**src/hw/noc_config_pkg.sv**
```systemverilog
package noc_config_pkg;

  // default sizes of one router output port.
  localparam int NOC_CHANNELS   = 4;   // virtual channels.
  localparam int NOC_DEPTH      = 4;   // flit entries per vc buffer.
  localparam int NOC_DATA_WIDTH = 16;  // payload bits per flit.

  // width of a vc index.
  // a single channel still gets one bit so that no vector is zero wide.
  function automatic int noc_vc_width(int channels);
    return (channels > 1) ? $clog2(channels) : 1;
  endfunction

endpackage

```
**src/hw/noc_flit_pkg.sv**
```systemverilog
package noc_flit_pkg;

  // position of a flit inside its packet.
  typedef enum logic [1:0] {
    HEAD   = 2'b00,  // opens a multi-flit packet.
    BODY   = 2'b01,
    TAIL   = 2'b10,  // closes a multi-flit packet.
    SINGLE = 2'b11   // whole packet in one flit.
  } noc_flit_kind_e;

  // output arbiter states.
  typedef enum logic {
    ARB_IDLE   = 1'b0,  // no packet in flight, free to pick a vc.
    ARB_LOCKED = 1'b1   // grant held until the tail goes out.
  } noc_arb_state_e;

  // true for flits that may start a packet.
  function automatic logic is_packet_start(noc_flit_kind_e kind);
    return (kind == HEAD) || (kind == SINGLE);
  endfunction

  // true for flits that end a packet.
  function automatic logic is_packet_end(noc_flit_kind_e kind);
    return (kind == TAIL) || (kind == SINGLE);
  endfunction

endpackage

```
**src/hw/noc_flit_if.sv**
```systemverilog
`timescale 1ns/1ps

interface noc_flit_if
  import noc_config_pkg::*, noc_flit_pkg::*;
#(
  parameter int CHANNELS   = NOC_CHANNELS,
  parameter int DATA_WIDTH = NOC_DATA_WIDTH
);
  localparam int VC_WIDTH = noc_vc_width(CHANNELS);

  logic                  valid;
  logic                  ready;
  logic [VC_WIDTH-1:0]   vc;    // virtual channel of the flit.
  noc_flit_kind_e        kind;
  logic [DATA_WIDTH-1:0] data;

  // sender side of the link.
  modport initiator (
    output valid,
    input  ready,
    output vc,
    output kind,
    output data
  );

  // receiver side of the link.
  modport target (
    input  valid,
    output ready,
    input  vc,
    input  kind,
    input  data
  );

endinterface

```
**src/hw/noc_output_port.sv**
```systemverilog
`timescale 1ns/1ps

module noc_output_port
  import noc_config_pkg::*, noc_flit_pkg::*;
#(
  parameter int  CHANNELS   = NOC_CHANNELS,
  parameter int  DEPTH      = NOC_DEPTH,
  parameter int  DATA_WIDTH = NOC_DATA_WIDTH,
  localparam int VC_WIDTH   = noc_vc_width(CHANNELS)
)(
  input  logic                  i_clk,
  input  logic                  i_reset,
  // input link.
  input  logic                  i_in_valid,
  output logic                  o_in_ready,
  input  logic [VC_WIDTH-1:0]   i_in_vc,
  input  noc_flit_kind_e        i_in_kind,
  input  logic [DATA_WIDTH-1:0] i_in_data,
  // output link.
  output logic                  o_out_valid,
  input  logic                  i_out_ready,
  output logic [VC_WIDTH-1:0]   o_out_vc,
  output noc_flit_kind_e        o_out_kind,
  output logic [DATA_WIDTH-1:0] o_out_data
);

  noc_flit_if #(.CHANNELS(CHANNELS), .DATA_WIDTH(DATA_WIDTH)) wr_if[CHANNELS] ();
  noc_flit_if #(.CHANNELS(CHANNELS), .DATA_WIDTH(DATA_WIDTH)) rd_if[CHANNELS] ();
  noc_flit_if #(.CHANNELS(CHANNELS), .DATA_WIDTH(DATA_WIDTH)) out_if ();

  noc_vc_steer #(
    .CHANNELS   (CHANNELS   ),
    .DATA_WIDTH (DATA_WIDTH )
  ) u_steer (
    .i_in_valid (i_in_valid ),
    .o_in_ready (o_in_ready ),
    .i_in_vc    (i_in_vc    ),
    .i_in_kind  (i_in_kind  ),
    .i_in_data  (i_in_data  ),
    .vc_out_if  (wr_if      )
  );

  // one buffer per virtual channel.
  for (genvar i = 0; i < CHANNELS; i++) begin : g_vc_buffer
    noc_vc_buffer #(
      .CHANNELS   (CHANNELS   ),
      .DEPTH      (DEPTH      ),
      .DATA_WIDTH (DATA_WIDTH )
    ) u_buffer (
      .i_clk      (i_clk      ),
      .i_reset    (i_reset    ),
      .wr_if      (wr_if[i]   ),
      .rd_if      (rd_if[i]   )
    );
  end

  noc_vc_arbiter_mux #(
    .CHANNELS   (CHANNELS   ),
    .DATA_WIDTH (DATA_WIDTH )
  ) u_arbiter_mux (
    .i_clk      (i_clk      ),
    .i_reset    (i_reset    ),
    .vc_in_if   (rd_if      ),
    .out_if     (out_if     )
  );

  assign o_out_valid  = out_if.valid;
  assign out_if.ready = i_out_ready;
  assign o_out_vc     = out_if.vc;
  assign o_out_kind   = out_if.kind;
  assign o_out_data   = out_if.data;

endmodule

```
**src/hw/noc_vc_arbiter_mux.sv**
```systemverilog
`timescale 1ns/1ps

module noc_vc_arbiter_mux
  import noc_config_pkg::*, noc_flit_pkg::*;
#(
  parameter int CHANNELS   = NOC_CHANNELS,
  parameter int DATA_WIDTH = NOC_DATA_WIDTH
)(
  input logic           i_clk,
  input logic           i_reset,
  noc_flit_if.target    vc_in_if[CHANNELS],
  noc_flit_if.initiator out_if
);

  localparam int VC_WIDTH = noc_vc_width(CHANNELS);
  localparam logic [VC_WIDTH-1:0] LAST_VC = VC_WIDTH'(CHANNELS - 1);

  noc_arb_state_e        state;
  logic [CHANNELS-1:0]   grant_q;   // held grant while locked.
  logic [VC_WIDTH-1:0]   rr_ptr;    // first vc looked at in idle.

  logic [CHANNELS-1:0]   in_valid;
  logic [CHANNELS-1:0]   in_start;  // valid head or single flit.
  logic [VC_WIDTH-1:0]   in_vc[CHANNELS];
  noc_flit_kind_e        in_kind[CHANNELS];
  logic [DATA_WIDTH-1:0] in_data[CHANNELS];

  logic [CHANNELS-1:0]   idle_grant;
  logic [CHANNELS-1:0]   grant;
  logic [VC_WIDTH-1:0]   grant_vc;
  logic [VC_WIDTH-1:0]   next_ptr;
  logic                  transfer;
  logic                  packet_done;

  for (genvar i = 0; i < CHANNELS; i++) begin : g_vc_in
    assign in_valid[i] = vc_in_if[i].valid;
    assign in_start[i] = vc_in_if[i].valid && is_packet_start(vc_in_if[i].kind);
    assign in_vc[i]    = vc_in_if[i].vc;
    assign in_kind[i]  = vc_in_if[i].kind;
    assign in_data[i]  = vc_in_if[i].data;

    assign vc_in_if[i].ready = grant[i] && out_if.ready;  // ready demux.
  end

  // round-robin search from rr_ptr upward.
  // walking backwards lets the vc nearest to the pointer overwrite the rest.
  always_comb begin
    idle_grant = '0;
    for (int offset = CHANNELS - 1; offset >= 0; offset--) begin
      if (in_start[(int'(rr_ptr) + offset) % CHANNELS]) begin
        idle_grant = '0;
        idle_grant[(int'(rr_ptr) + offset) % CHANNELS] = 1'b1;
      end
    end
  end

  assign grant = (state == ARB_LOCKED) ? grant_q : idle_grant;

  // one-hot flit mux.
  always_comb begin
    out_if.vc   = '0;
    out_if.kind = HEAD;
    out_if.data = '0;
    grant_vc    = '0;
    for (int i = 0; i < CHANNELS; i++) begin
      if (grant[i]) begin
        out_if.vc   = in_vc[i];
        out_if.kind = in_kind[i];
        out_if.data = in_data[i];
        grant_vc    = VC_WIDTH'(i);
      end
    end
  end

  assign out_if.valid = |(grant & in_valid);
  assign transfer     = out_if.valid && out_if.ready;
  assign packet_done  = transfer && is_packet_end(out_if.kind);
  assign next_ptr     = (grant_vc == LAST_VC) ? '0 : grant_vc + 1'b1;

  always_ff @(posedge i_clk) begin
    if (i_reset) begin
      state   <= ARB_IDLE;
      grant_q <= '0;
      rr_ptr  <= '0;
    end else begin
      case (state)
        ARB_IDLE: begin
          if (packet_done) begin
            rr_ptr <= next_ptr;  // single flit went straight through.
          end else if (|idle_grant) begin
            state   <= ARB_LOCKED;
            grant_q <= idle_grant;
          end
        end
        ARB_LOCKED: begin
          if (packet_done) begin
            state   <= ARB_IDLE;
            grant_q <= '0;
            rr_ptr  <= next_ptr;
          end
        end
        default: state <= ARB_IDLE;
      endcase
    end
  end

  a_grant_onehot: assert property (
    @(posedge i_clk) disable iff (i_reset)
    $onehot0(grant)
  ) else $error("arbiter grant %b is not one-hot", grant);

  // packets must not interleave on the output link.
  a_grant_held: assert property (
    @(posedge i_clk) disable iff (i_reset)
    ((state == ARB_LOCKED) && !packet_done) |=> (grant == $past(grant))
  ) else $error("arbiter grant moved inside a packet");

endmodule

```
**src/hw/noc_vc_buffer.sv**
```systemverilog
`timescale 1ns/1ps

module noc_vc_buffer
  import noc_config_pkg::*, noc_flit_pkg::*;
#(
  parameter int CHANNELS   = NOC_CHANNELS,
  parameter int DEPTH      = NOC_DEPTH,
  parameter int DATA_WIDTH = NOC_DATA_WIDTH
)(
  input logic           i_clk,
  input logic           i_reset,
  noc_flit_if.target    wr_if,
  noc_flit_if.initiator rd_if
);

  localparam int VC_WIDTH  = noc_vc_width(CHANNELS);
  localparam int PTR_WIDTH = (DEPTH > 1) ? $clog2(DEPTH) : 1;
  localparam int CNT_WIDTH = $clog2(DEPTH + 1);

  localparam logic [PTR_WIDTH-1:0] LAST_PTR   = PTR_WIDTH'(DEPTH - 1);
  localparam logic [CNT_WIDTH-1:0] FULL_COUNT = CNT_WIDTH'(DEPTH);

  logic [VC_WIDTH-1:0]   vc_mem[DEPTH];
  noc_flit_kind_e        kind_mem[DEPTH];
  logic [DATA_WIDTH-1:0] data_mem[DEPTH];

  logic [PTR_WIDTH-1:0] wr_ptr;
  logic [PTR_WIDTH-1:0] rd_ptr;
  logic [CNT_WIDTH-1:0] count;   // flits held.
  logic                 full;
  logic                 empty;
  logic                 push;
  logic                 pop;

  assign full  = (count == FULL_COUNT);
  assign empty = (count == '0);
  assign push  = wr_if.valid && wr_if.ready;
  assign pop   = rd_if.valid && rd_if.ready;

  assign wr_if.ready = !full;
  assign rd_if.valid = !empty;  // registered, so a new flit shows one cycle later.
  assign rd_if.vc    = vc_mem[rd_ptr];
  assign rd_if.kind  = kind_mem[rd_ptr];
  assign rd_if.data  = data_mem[rd_ptr];

  always_ff @(posedge i_clk) begin
    if (push) begin
      vc_mem[wr_ptr]   <= wr_if.vc;
      kind_mem[wr_ptr] <= wr_if.kind;
      data_mem[wr_ptr] <= wr_if.data;
    end
  end

  always_ff @(posedge i_clk) begin
    if (i_reset) begin
      wr_ptr <= '0;
      rd_ptr <= '0;
      count  <= '0;
    end else begin
      if (push) begin
        wr_ptr <= (wr_ptr == LAST_PTR) ? '0 : wr_ptr + 1'b1;  // wrap at depth.
      end
      if (pop) begin
        rd_ptr <= (rd_ptr == LAST_PTR) ? '0 : rd_ptr + 1'b1;
      end
      case ({push, pop})
        2'b10:   count <= count + 1'b1;
        2'b01:   count <= count - 1'b1;
        default: count <= count;  // idle, or a read and a write together.
      endcase
    end
  end

  // a full buffer that is not read must not take a flit in.
  a_no_write_when_full: assert property (
    @(posedge i_clk) disable iff (i_reset)
    (full && !pop) |=> (count == $past(count))
  ) else $error("vc buffer took a write while full");

  a_count_range: assert property (
    @(posedge i_clk) disable iff (i_reset)
    count <= FULL_COUNT
  ) else $error("vc buffer count %0d above depth %0d", count, DEPTH);

endmodule

```
**src/hw/noc_vc_steer.sv**
```systemverilog
`timescale 1ns/1ps

module noc_vc_steer
  import noc_config_pkg::*, noc_flit_pkg::*;
#(
  parameter int  CHANNELS   = NOC_CHANNELS,
  parameter int  DATA_WIDTH = NOC_DATA_WIDTH,
  localparam int VC_WIDTH   = noc_vc_width(CHANNELS)
)(
  input  logic                  i_in_valid,
  output logic                  o_in_ready,
  input  logic [VC_WIDTH-1:0]   i_in_vc,
  input  noc_flit_kind_e        i_in_kind,
  input  logic [DATA_WIDTH-1:0] i_in_data,
  noc_flit_if.initiator         vc_out_if[CHANNELS]
);

  logic [CHANNELS-1:0] vc_select;  // one-hot decode of i_in_vc.
  logic [CHANNELS-1:0] vc_ready;
  logic                vc_in_range;

  assign vc_in_range = (int'(i_in_vc) < CHANNELS);

  for (genvar i = 0; i < CHANNELS; i++) begin : g_vc_out
    assign vc_select[i] = (int'(i_in_vc) == i);

    // the flit fields fan out to every buffer, only valid is steered.
    assign vc_out_if[i].valid = i_in_valid && vc_select[i];
    assign vc_out_if[i].vc    = i_in_vc;
    assign vc_out_if[i].kind  = i_in_kind;
    assign vc_out_if[i].data  = i_in_data;

    assign vc_ready[i] = vc_out_if[i].ready;
  end

  // ready comes back from the addressed buffer only.
  always_comb begin
    o_in_ready = 1'b0;
    for (int i = 0; i < CHANNELS; i++) begin
      if (vc_select[i]) begin
        o_in_ready = vc_ready[i];
      end
    end
  end

  // an index past the last vc would drop the flit without a handshake.
  always_comb begin
    if (i_in_valid) begin
      a_vc_in_range: assert (vc_in_range)
        else $error("flit addressed vc %0d, port has %0d", i_in_vc, CHANNELS);
    end
  end

endmodule

```
**config.mk**
```make
export PLATFORM = sky130hd
export DESIGN_NAME = noc_output_port
export DESIGN_NICKNAME = d
export VERILOG_FILES = /design/src/hw/noc_config_pkg.sv /design/src/hw/noc_flit_pkg.sv /design/src/hw/noc_flit_if.sv /design/src/hw/noc_output_port.sv /design/src/hw/noc_vc_arbiter_mux.sv /design/src/hw/noc_vc_buffer.sv /design/src/hw/noc_vc_steer.sv
export SDC_FILE = /design/constraint.sdc
export NUM_CORES = 1
export LEC_CHECK = 0
export BUFFER_PORTS_ARGS = -buffer_cell sky130_fd_sc_hd__buf_2
export CAP_MARGIN = 10
export CORE_MARGIN = 4
export CORE_UTILIZATION = 51
export DETAILED_ROUTE_END_ITERATION = 8
export MAX_ROUTING_LAYER = met4
export PLACE_DENSITY = 0.7
export REMOVE_ABC_BUFFERS = 1
export SLEW_MARGIN = 20
export SYNTH_ARGS = -nofsm -noshare
export SYNTH_HDL_FRONTEND = slang
export SYNTH_SLANG_ARGS = --single-unit
```
**constraint.sdc**
```tcl
create_clock -name i_clk -period 6.9 [get_ports i_clk]
set_clock_uncertainty 0.1 [all_clocks]
set_input_delay 1.38 -clock i_clk [delete_from_list [all_inputs] [get_ports i_clk]]
set_output_delay 1.38 -clock i_clk [all_outputs]
set_load 0.01 [all_outputs]
```
Word level (Yosys, flattened, before mapping)

Memory sizes are Yosys's and may differ from the RTL's. A register that Yosys moved wholly into a read port is not among the register bits.
Cells that the tools add are included.

$add $sub $neg: 20
Order comparisons: 8
Equal/unequal tests: 33
Mux-type cells: 97
Bitwise logic cells: 5
Reduce and logical (&&, ||, !) cells: 58

Operators with widths:

| operator                                                           | number |
|---|---|
| 2-to-1 mux 2 bit                                                   | 44 |
| 2-to-1 mux 16 bit                                                  | 4 |
| == test 2 bit (second input constant)                              | 21 |
| 2-to-1 mux 4 bit                                                   | 8 |
| 2-to-1 mux 1 bit                                                   | 27 |
| logical AND 1 bit                                                  | 26 |
| case mux 3 bit (2 select lines)                                    | 4 |
| adder 2 x 1 -> 2 bit (second input constant)                       | 10 |
| adder 3 x 1 -> 3 bit (second input constant)                       | 4 |
| == test 3 bit (second input constant)                              | 4 |
| zero test 3 bit                                                    | 4 |
| less-than comparator 3 x 4 -> 1 bit (second input constant)        | 3 |
| subtractor 3 x 1 -> 3 bit (second input constant)                  | 4 |
| == test 2 x 1 -> 1 bit (second input constant)                     | 5 |
| zero test 2 bit                                                    | 5 |
| greater-or-equal comparator 3 x 1 -> 1 bit (second input constant) | 3 |
| binary-select mux 1 bit (select 2 bit)                             | 4 |
| demux 1 bit (select 2 bit)                                         | 4 |
| zero test 1 bit                                                    | 8 |
| case mux 4 bit (2 select lines)                                    | 1 |
| nonzero test 2 bit                                                 | 4 |
| OR reduction 4 bit                                                 | 2 |
| OR reduction 2 bit                                                 | 3 |
| logical OR 1 bit                                                   | 5 |
| other kinds (10)                                                   | 14 |

Bits in registers: 35
Bits in writable memories: 320
Input port bits: 24
Output and inout port bits: 22
Logic and storage cells: 248
Memories kept: 12

Memory list:

| name                             | words | bits a word | rd ports | clocked after memory_dff | write ports | RTL line            | text |
|---|---|---|---|---|---|---|---|
| g_vc_buffer[0].u_buffer.data_mem | 4     | 16          | 1        | 1                        | 1           | noc_vc_buffer.sv:25 | `logic [DATA_WIDTH-1:0] data_mem[DEPTH];` |
| g_vc_buffer[1].u_buffer.data_mem | 4     | 16          | 1        | 1                        | 1           | noc_vc_buffer.sv:25 |  |
| g_vc_buffer[2].u_buffer.data_mem | 4     | 16          | 1        | 1                        | 1           | noc_vc_buffer.sv:25 |  |
| g_vc_buffer[3].u_buffer.data_mem | 4     | 16          | 1        | 1                        | 1           | noc_vc_buffer.sv:25 |  |
| g_vc_buffer[0].u_buffer.kind_mem | 4     | 2           | 1        | 1                        | 1           | noc_vc_buffer.sv:24 | `noc_flit_kind_e kind_mem[DEPTH];` |
| g_vc_buffer[0].u_buffer.vc_mem   | 4     | 2           | 1        | 1                        | 1           | noc_vc_buffer.sv:23 | `logic [VC_WIDTH-1:0] vc_mem[DEPTH];` |
| 6 more memories                  | n/a   | n/a         | n/a      | n/a                      | n/a         | n/a                 |  |

Depth between registers and ports, before layout

Word-level depth: 21
Gate-level depth with buffers: 15
Gate-level depth less buffers: 15

Modules after synthesis

A second synthesis with hierarchy kept.

Cells, all modules: 948
Area, all modules: 15753.9 um2

By module, submodules not included:

| module             | times used | cells each | area an instance (um2) | seq. area each (um2) |
|---|---|---|---|---|
| noc_vc_buffer      | 4          | 156        | 3367.0                 | 2582.5 |
| noc_vc_arbiter_mux | 1          | 239        | 1627.8                 | 140.1 |
| noc_vc_steer       | 1          | 85         | 658.1                  | 0.0 |

Worst setup path before layout

No wires, ideal clock.

Kind: register to output
From: memory g_vc_buffer[0].u_buffer.kind_mem[3][0] (netlist bit)
To: output o_out_data[10]
Arrival time: 3.195 ns
Required time: 5.420 ns
Path slack: 2.225 ns
Stages on the path, launching flop included: 11
Buffers on the path: 2
Cell sequence: edfxtp_1 xnor2_1 mux4_2 and2_1 mux4_2 or2_4 o31ai_1 clkbuf_1 clkbuf_1 nand3_1 a31oi_1

RTL lines:

| what               | RTL line              | text |
|---|---|---|
| start: declaration | noc_vc_buffer.sv:24   |  |
| end: declaration   | noc_output_port.sv:24 | `output logic [DATA_WIDTH-1:0] o_out_data` |

==> summary.md <==
| Metric | Value |
|---|---|
| Ant diodes | `0` |
| WL/cell | `24.01 um` |
| Max-slew headroom | `between 20% and 30%` |
| CTS tree | `yes` |
| CP arrival | `4870 ps` |
| Synth Flop Type | `edfxtp_1` |
| Post-synthesis sequential area ratio | `69.92%` |
| Pin count of the biggest net entering global routing | `39` |
| Clk root buf | `clkbuf_16` |
| TritonCTS Sinks | `363` |
| Setup TNS | `0 ps` |
| Vias in the first global route | `7936` |
| Die width | `179.4 um` |
| Max Freq | `157.4 MHz` |
| Routed vias | `7844` |
| Total track usage | `21.20%` |
| Initial drt markers | `816` |
| Top Ports | `46` |
| # rows | `slightly above 60` |
| DP HPWL | `19600 um` |
| Num CTS Buffers | `37` |
| Post-synth EDFFs | `320` |
| Initial core utilization | `around half` |
| Die Area | `32170 um2` |
| Crit path capture type | `primary output` |
| CTS max path bufs | `3` |
| Crit Path Max Fanout | `21` |
| CP startpoint kind | `register` |
| Clk slew on worst S/H paths | `60 ps` |
| Warnings from Yosys | `0` |
| Via/cell ratio | `roughly 6` |
| 1st-pass router iterations | `5` |
| Final number of setup-violating endpoints | `0` |
| Syn_area_per_cell | `~18 um2` |
| Cell family with most CP delay | `compound AO/OA/AOI/OAI gates` |
| Worst Hold Class | `register to register` |
| Number of remaining DRC errors | `0` |
| Final net count | `971` |
| Skew-Pair Late Insertion Delay | `510 ps` |
| Power per Cell Area | `roughly 270 nW/um2` |
| Post-Syn Instances | `846` |
| Leak Pwr | `5.417 nW` |
| Slew @ Worst Pin | `1156 ps` |
| Cell area after synthesis | `14970 um2` |
| Fillers | `2138` |
| # resized after CTS | `0` |
| Share of cells above drive strength 1 | `a little under a quarter` |
| Synth-to-Final Area Change | `12.37%` |
| Critical path class | `register to primary output` |
| Postcts setup bufs | `0` |
| DP Area | `~16000 um2` |
| Final antenna-violating net count | `0` |
| Slowest-stage cell, CP | `nor2b_2` |
| Critical Path Max Stage Delay | `roughly 860 ps` |
| Top post-synthesis cells by area | `edfxtp_1 64%, mux4_2 13%, dfxtp_1 5.7%` |
| Tmin final | `6351 ps` |
| Initial antenna violation count | `0` |
| First-pass GRT wire length | `48910 um` |
| Synth area leader | `edfxtp_1` |
| Seq cells post-synth | `about 360` |
| Routability cong. | `slightly above 0.9` |
| Cell area after layout | `between 15000 and 20000 um2` |
| Core ar. | `28860 um2` |
| RSZ-0062 raised after global routing | `no` |
| H-Tree Level Count | `2` |
| Most instantiated library cell after synthesis | `edfxtp_1` |
| Max-slew violation count | `0` |
| IO Port Bufs | `45` |
| # Max-Cap Violations | `0` |
| Commonest cells in the netlist | `320 x edfxtp_1, 88 x mux4_2, 55 x nor2_1` |
| Synth unique cells | `52` |
| Status | `complete, no violations` |
| Total grt overflow | `0` |
| Period utilization | `92.05%` |
| Final Hold Viols | `0` |
| Asr flop ratio synth | `0%` |
| WP buf/inv | `3` |
| CP required | `roughly 5400 ps` |
| Top cell type's share of synthesized area | `64.17%` |
| WL final | `around 32000 um` |
| Hold buffers post-CTS | `0` |
| Critical path, cell by cell | `buf_4, mux4_2, a221oi_1, nor3b_1, a311oi_2, o31ai_4, buf_4, nor2b_2, a22oi_1, a31oi_1, buf_2` |
| Max VDD drop | `0.1467 mV` |
| Cell mode on critical path | `buf_4` |
| DIE HEIGHT | `179.4 um` |
==> layout by cell type, fill, tap and decap left out, drive strengths merged, types with 15 or more instances in the layout <==
| master | netlist | layout |
|---|---|---|
| buf | 8 | 63 |
| nor2 | 55 | 55 |
| ha | 31 | 31 |
| a21oi | 20 | 20 |
| edfxtp | 320 | 320 |
| nand3 | 24 | 24 |
| a31oi | 19 | 19 |
| clkinv | 0 | 15 |
| nand2 | 18 | 18 |
| dfxtp | 43 | 43 |
| clkbuf | 28 | 44 |
| and2 | 21 | 21 |
| a22oi | 23 | 23 |
| mux4 | 88 | 88 |
| inv | 35 | 37 |
| xor2 | 16 | 16 |
==> stage by stage <==
stage                     util (%)  cells  worst slack (ps)  hold slack, ps  total power, W
after floorplan                  -    810              1254           334.4        0.002635
after global placement       54.36   1256              1219           348.4        0.002773
after detailed placement     54.36   1256              1141           358.2        0.002778
after CTS                    58.24   1320             585.6           366.9        0.004638
after global routing         58.31   1321             285.6           391.6        0.004773
final                        58.31   1321             548.5           368.7        0.004600
==> layer usage <==
| layer | global-route usage (%) | vias to the layer above | part of all wire, % |
|---|---|---|---|
| met5 | - | - | 0 |
| met4 | 5.617 | 0 | 2.2 |
| met3 | 5.833 | 65 | 9.4 |
| met2 | 30.68 | 300 | 46 |
| met1 | 30.29 | 3993 | 43 |
| li1 | - | 3486 | - |
==> report_power, final <==
part | switching [W] | total [W] | leakage, nW | internal, W
clock | 0.000773 | 0.00187 | 0.549 | 0.00109
combinational | 0.000195 | 0.000301 | 1.63 | 0.000106
sequential | 0.0000146 | 0.00243 | 3.24 | 0.00242
total | 0.000983 | 0.00460 | 5.42 | 0.00362
==> flip-flops by register name (all words and copies together), names as in the netlist, named ones only <==
signal and count:
g_vc_buffer.u_buffer.kind_mem 32, u_arbiter_mux.grant_q 4, g_vc_buffer.u_buffer.count 12, g_vc_buffer.u_buffer.rd_ptr 8
g_vc_buffer.u_buffer.wr_ptr 8, u_arbiter_mux.state 1, g_vc_buffer.u_buffer.data_mem 256, g_vc_buffer.u_buffer.vc_mem 32
u_arbiter_mux.rr_ptr 2
==> layout make-up <==
type	instances	area, um2	share of cell area, %
clock inverter	20	168.9	1.004
clock buffer	44	952.2	5.659
sequential	363	10470	62.25
multi-input combinational	412	4252	25.27
tap	384	480.5	2.855
timing repair buffer	63	367.9	2.186
inverter	35	131.4	0.7808
==> path summary, 6_finish.rpt <==
kind | start | end | slack (ps) | depth (start not counted)
worst max-delay path | register | o_out_data[4] | 550 | 11
worst min-delay path | u_arbiter_mux.grant_q[3] | u_arbiter_mux.grant_q[3] | 370 | 2
worst max register to register | register | u_arbiter_mux.rr_ptr[1] | 2010 | 10
worst min register to register | u_arbiter_mux.grant_q[3] | u_arbiter_mux.grant_q[3] | 370 | 2
==> cell families (layout without fill, tap and decap cells) <==
logic type / count (synthesis) / after routing / share of synthesized area [%]
mux: 96 / 96 / 13.85
buf+inv: 71 / 162 / 1.838
flops: 363 / 363 / 69.92
simple gates: 166 / 166 / 5.506
fa+ha+maj: 35 / 35 / 3.125
compound gates: 91 / 91 / 4.362
xor+xnor: 24 / 24 / 1.404
==> worst register-to-register path, delay by kind of cell, from the launching register on <==
kind            cells  cell delay (ps)
compound gates      4             2130
buf+inv             1              310
flops               1              310
simple gates        3              980
mux                 2              940
Power figures use the tool's default switching activity.
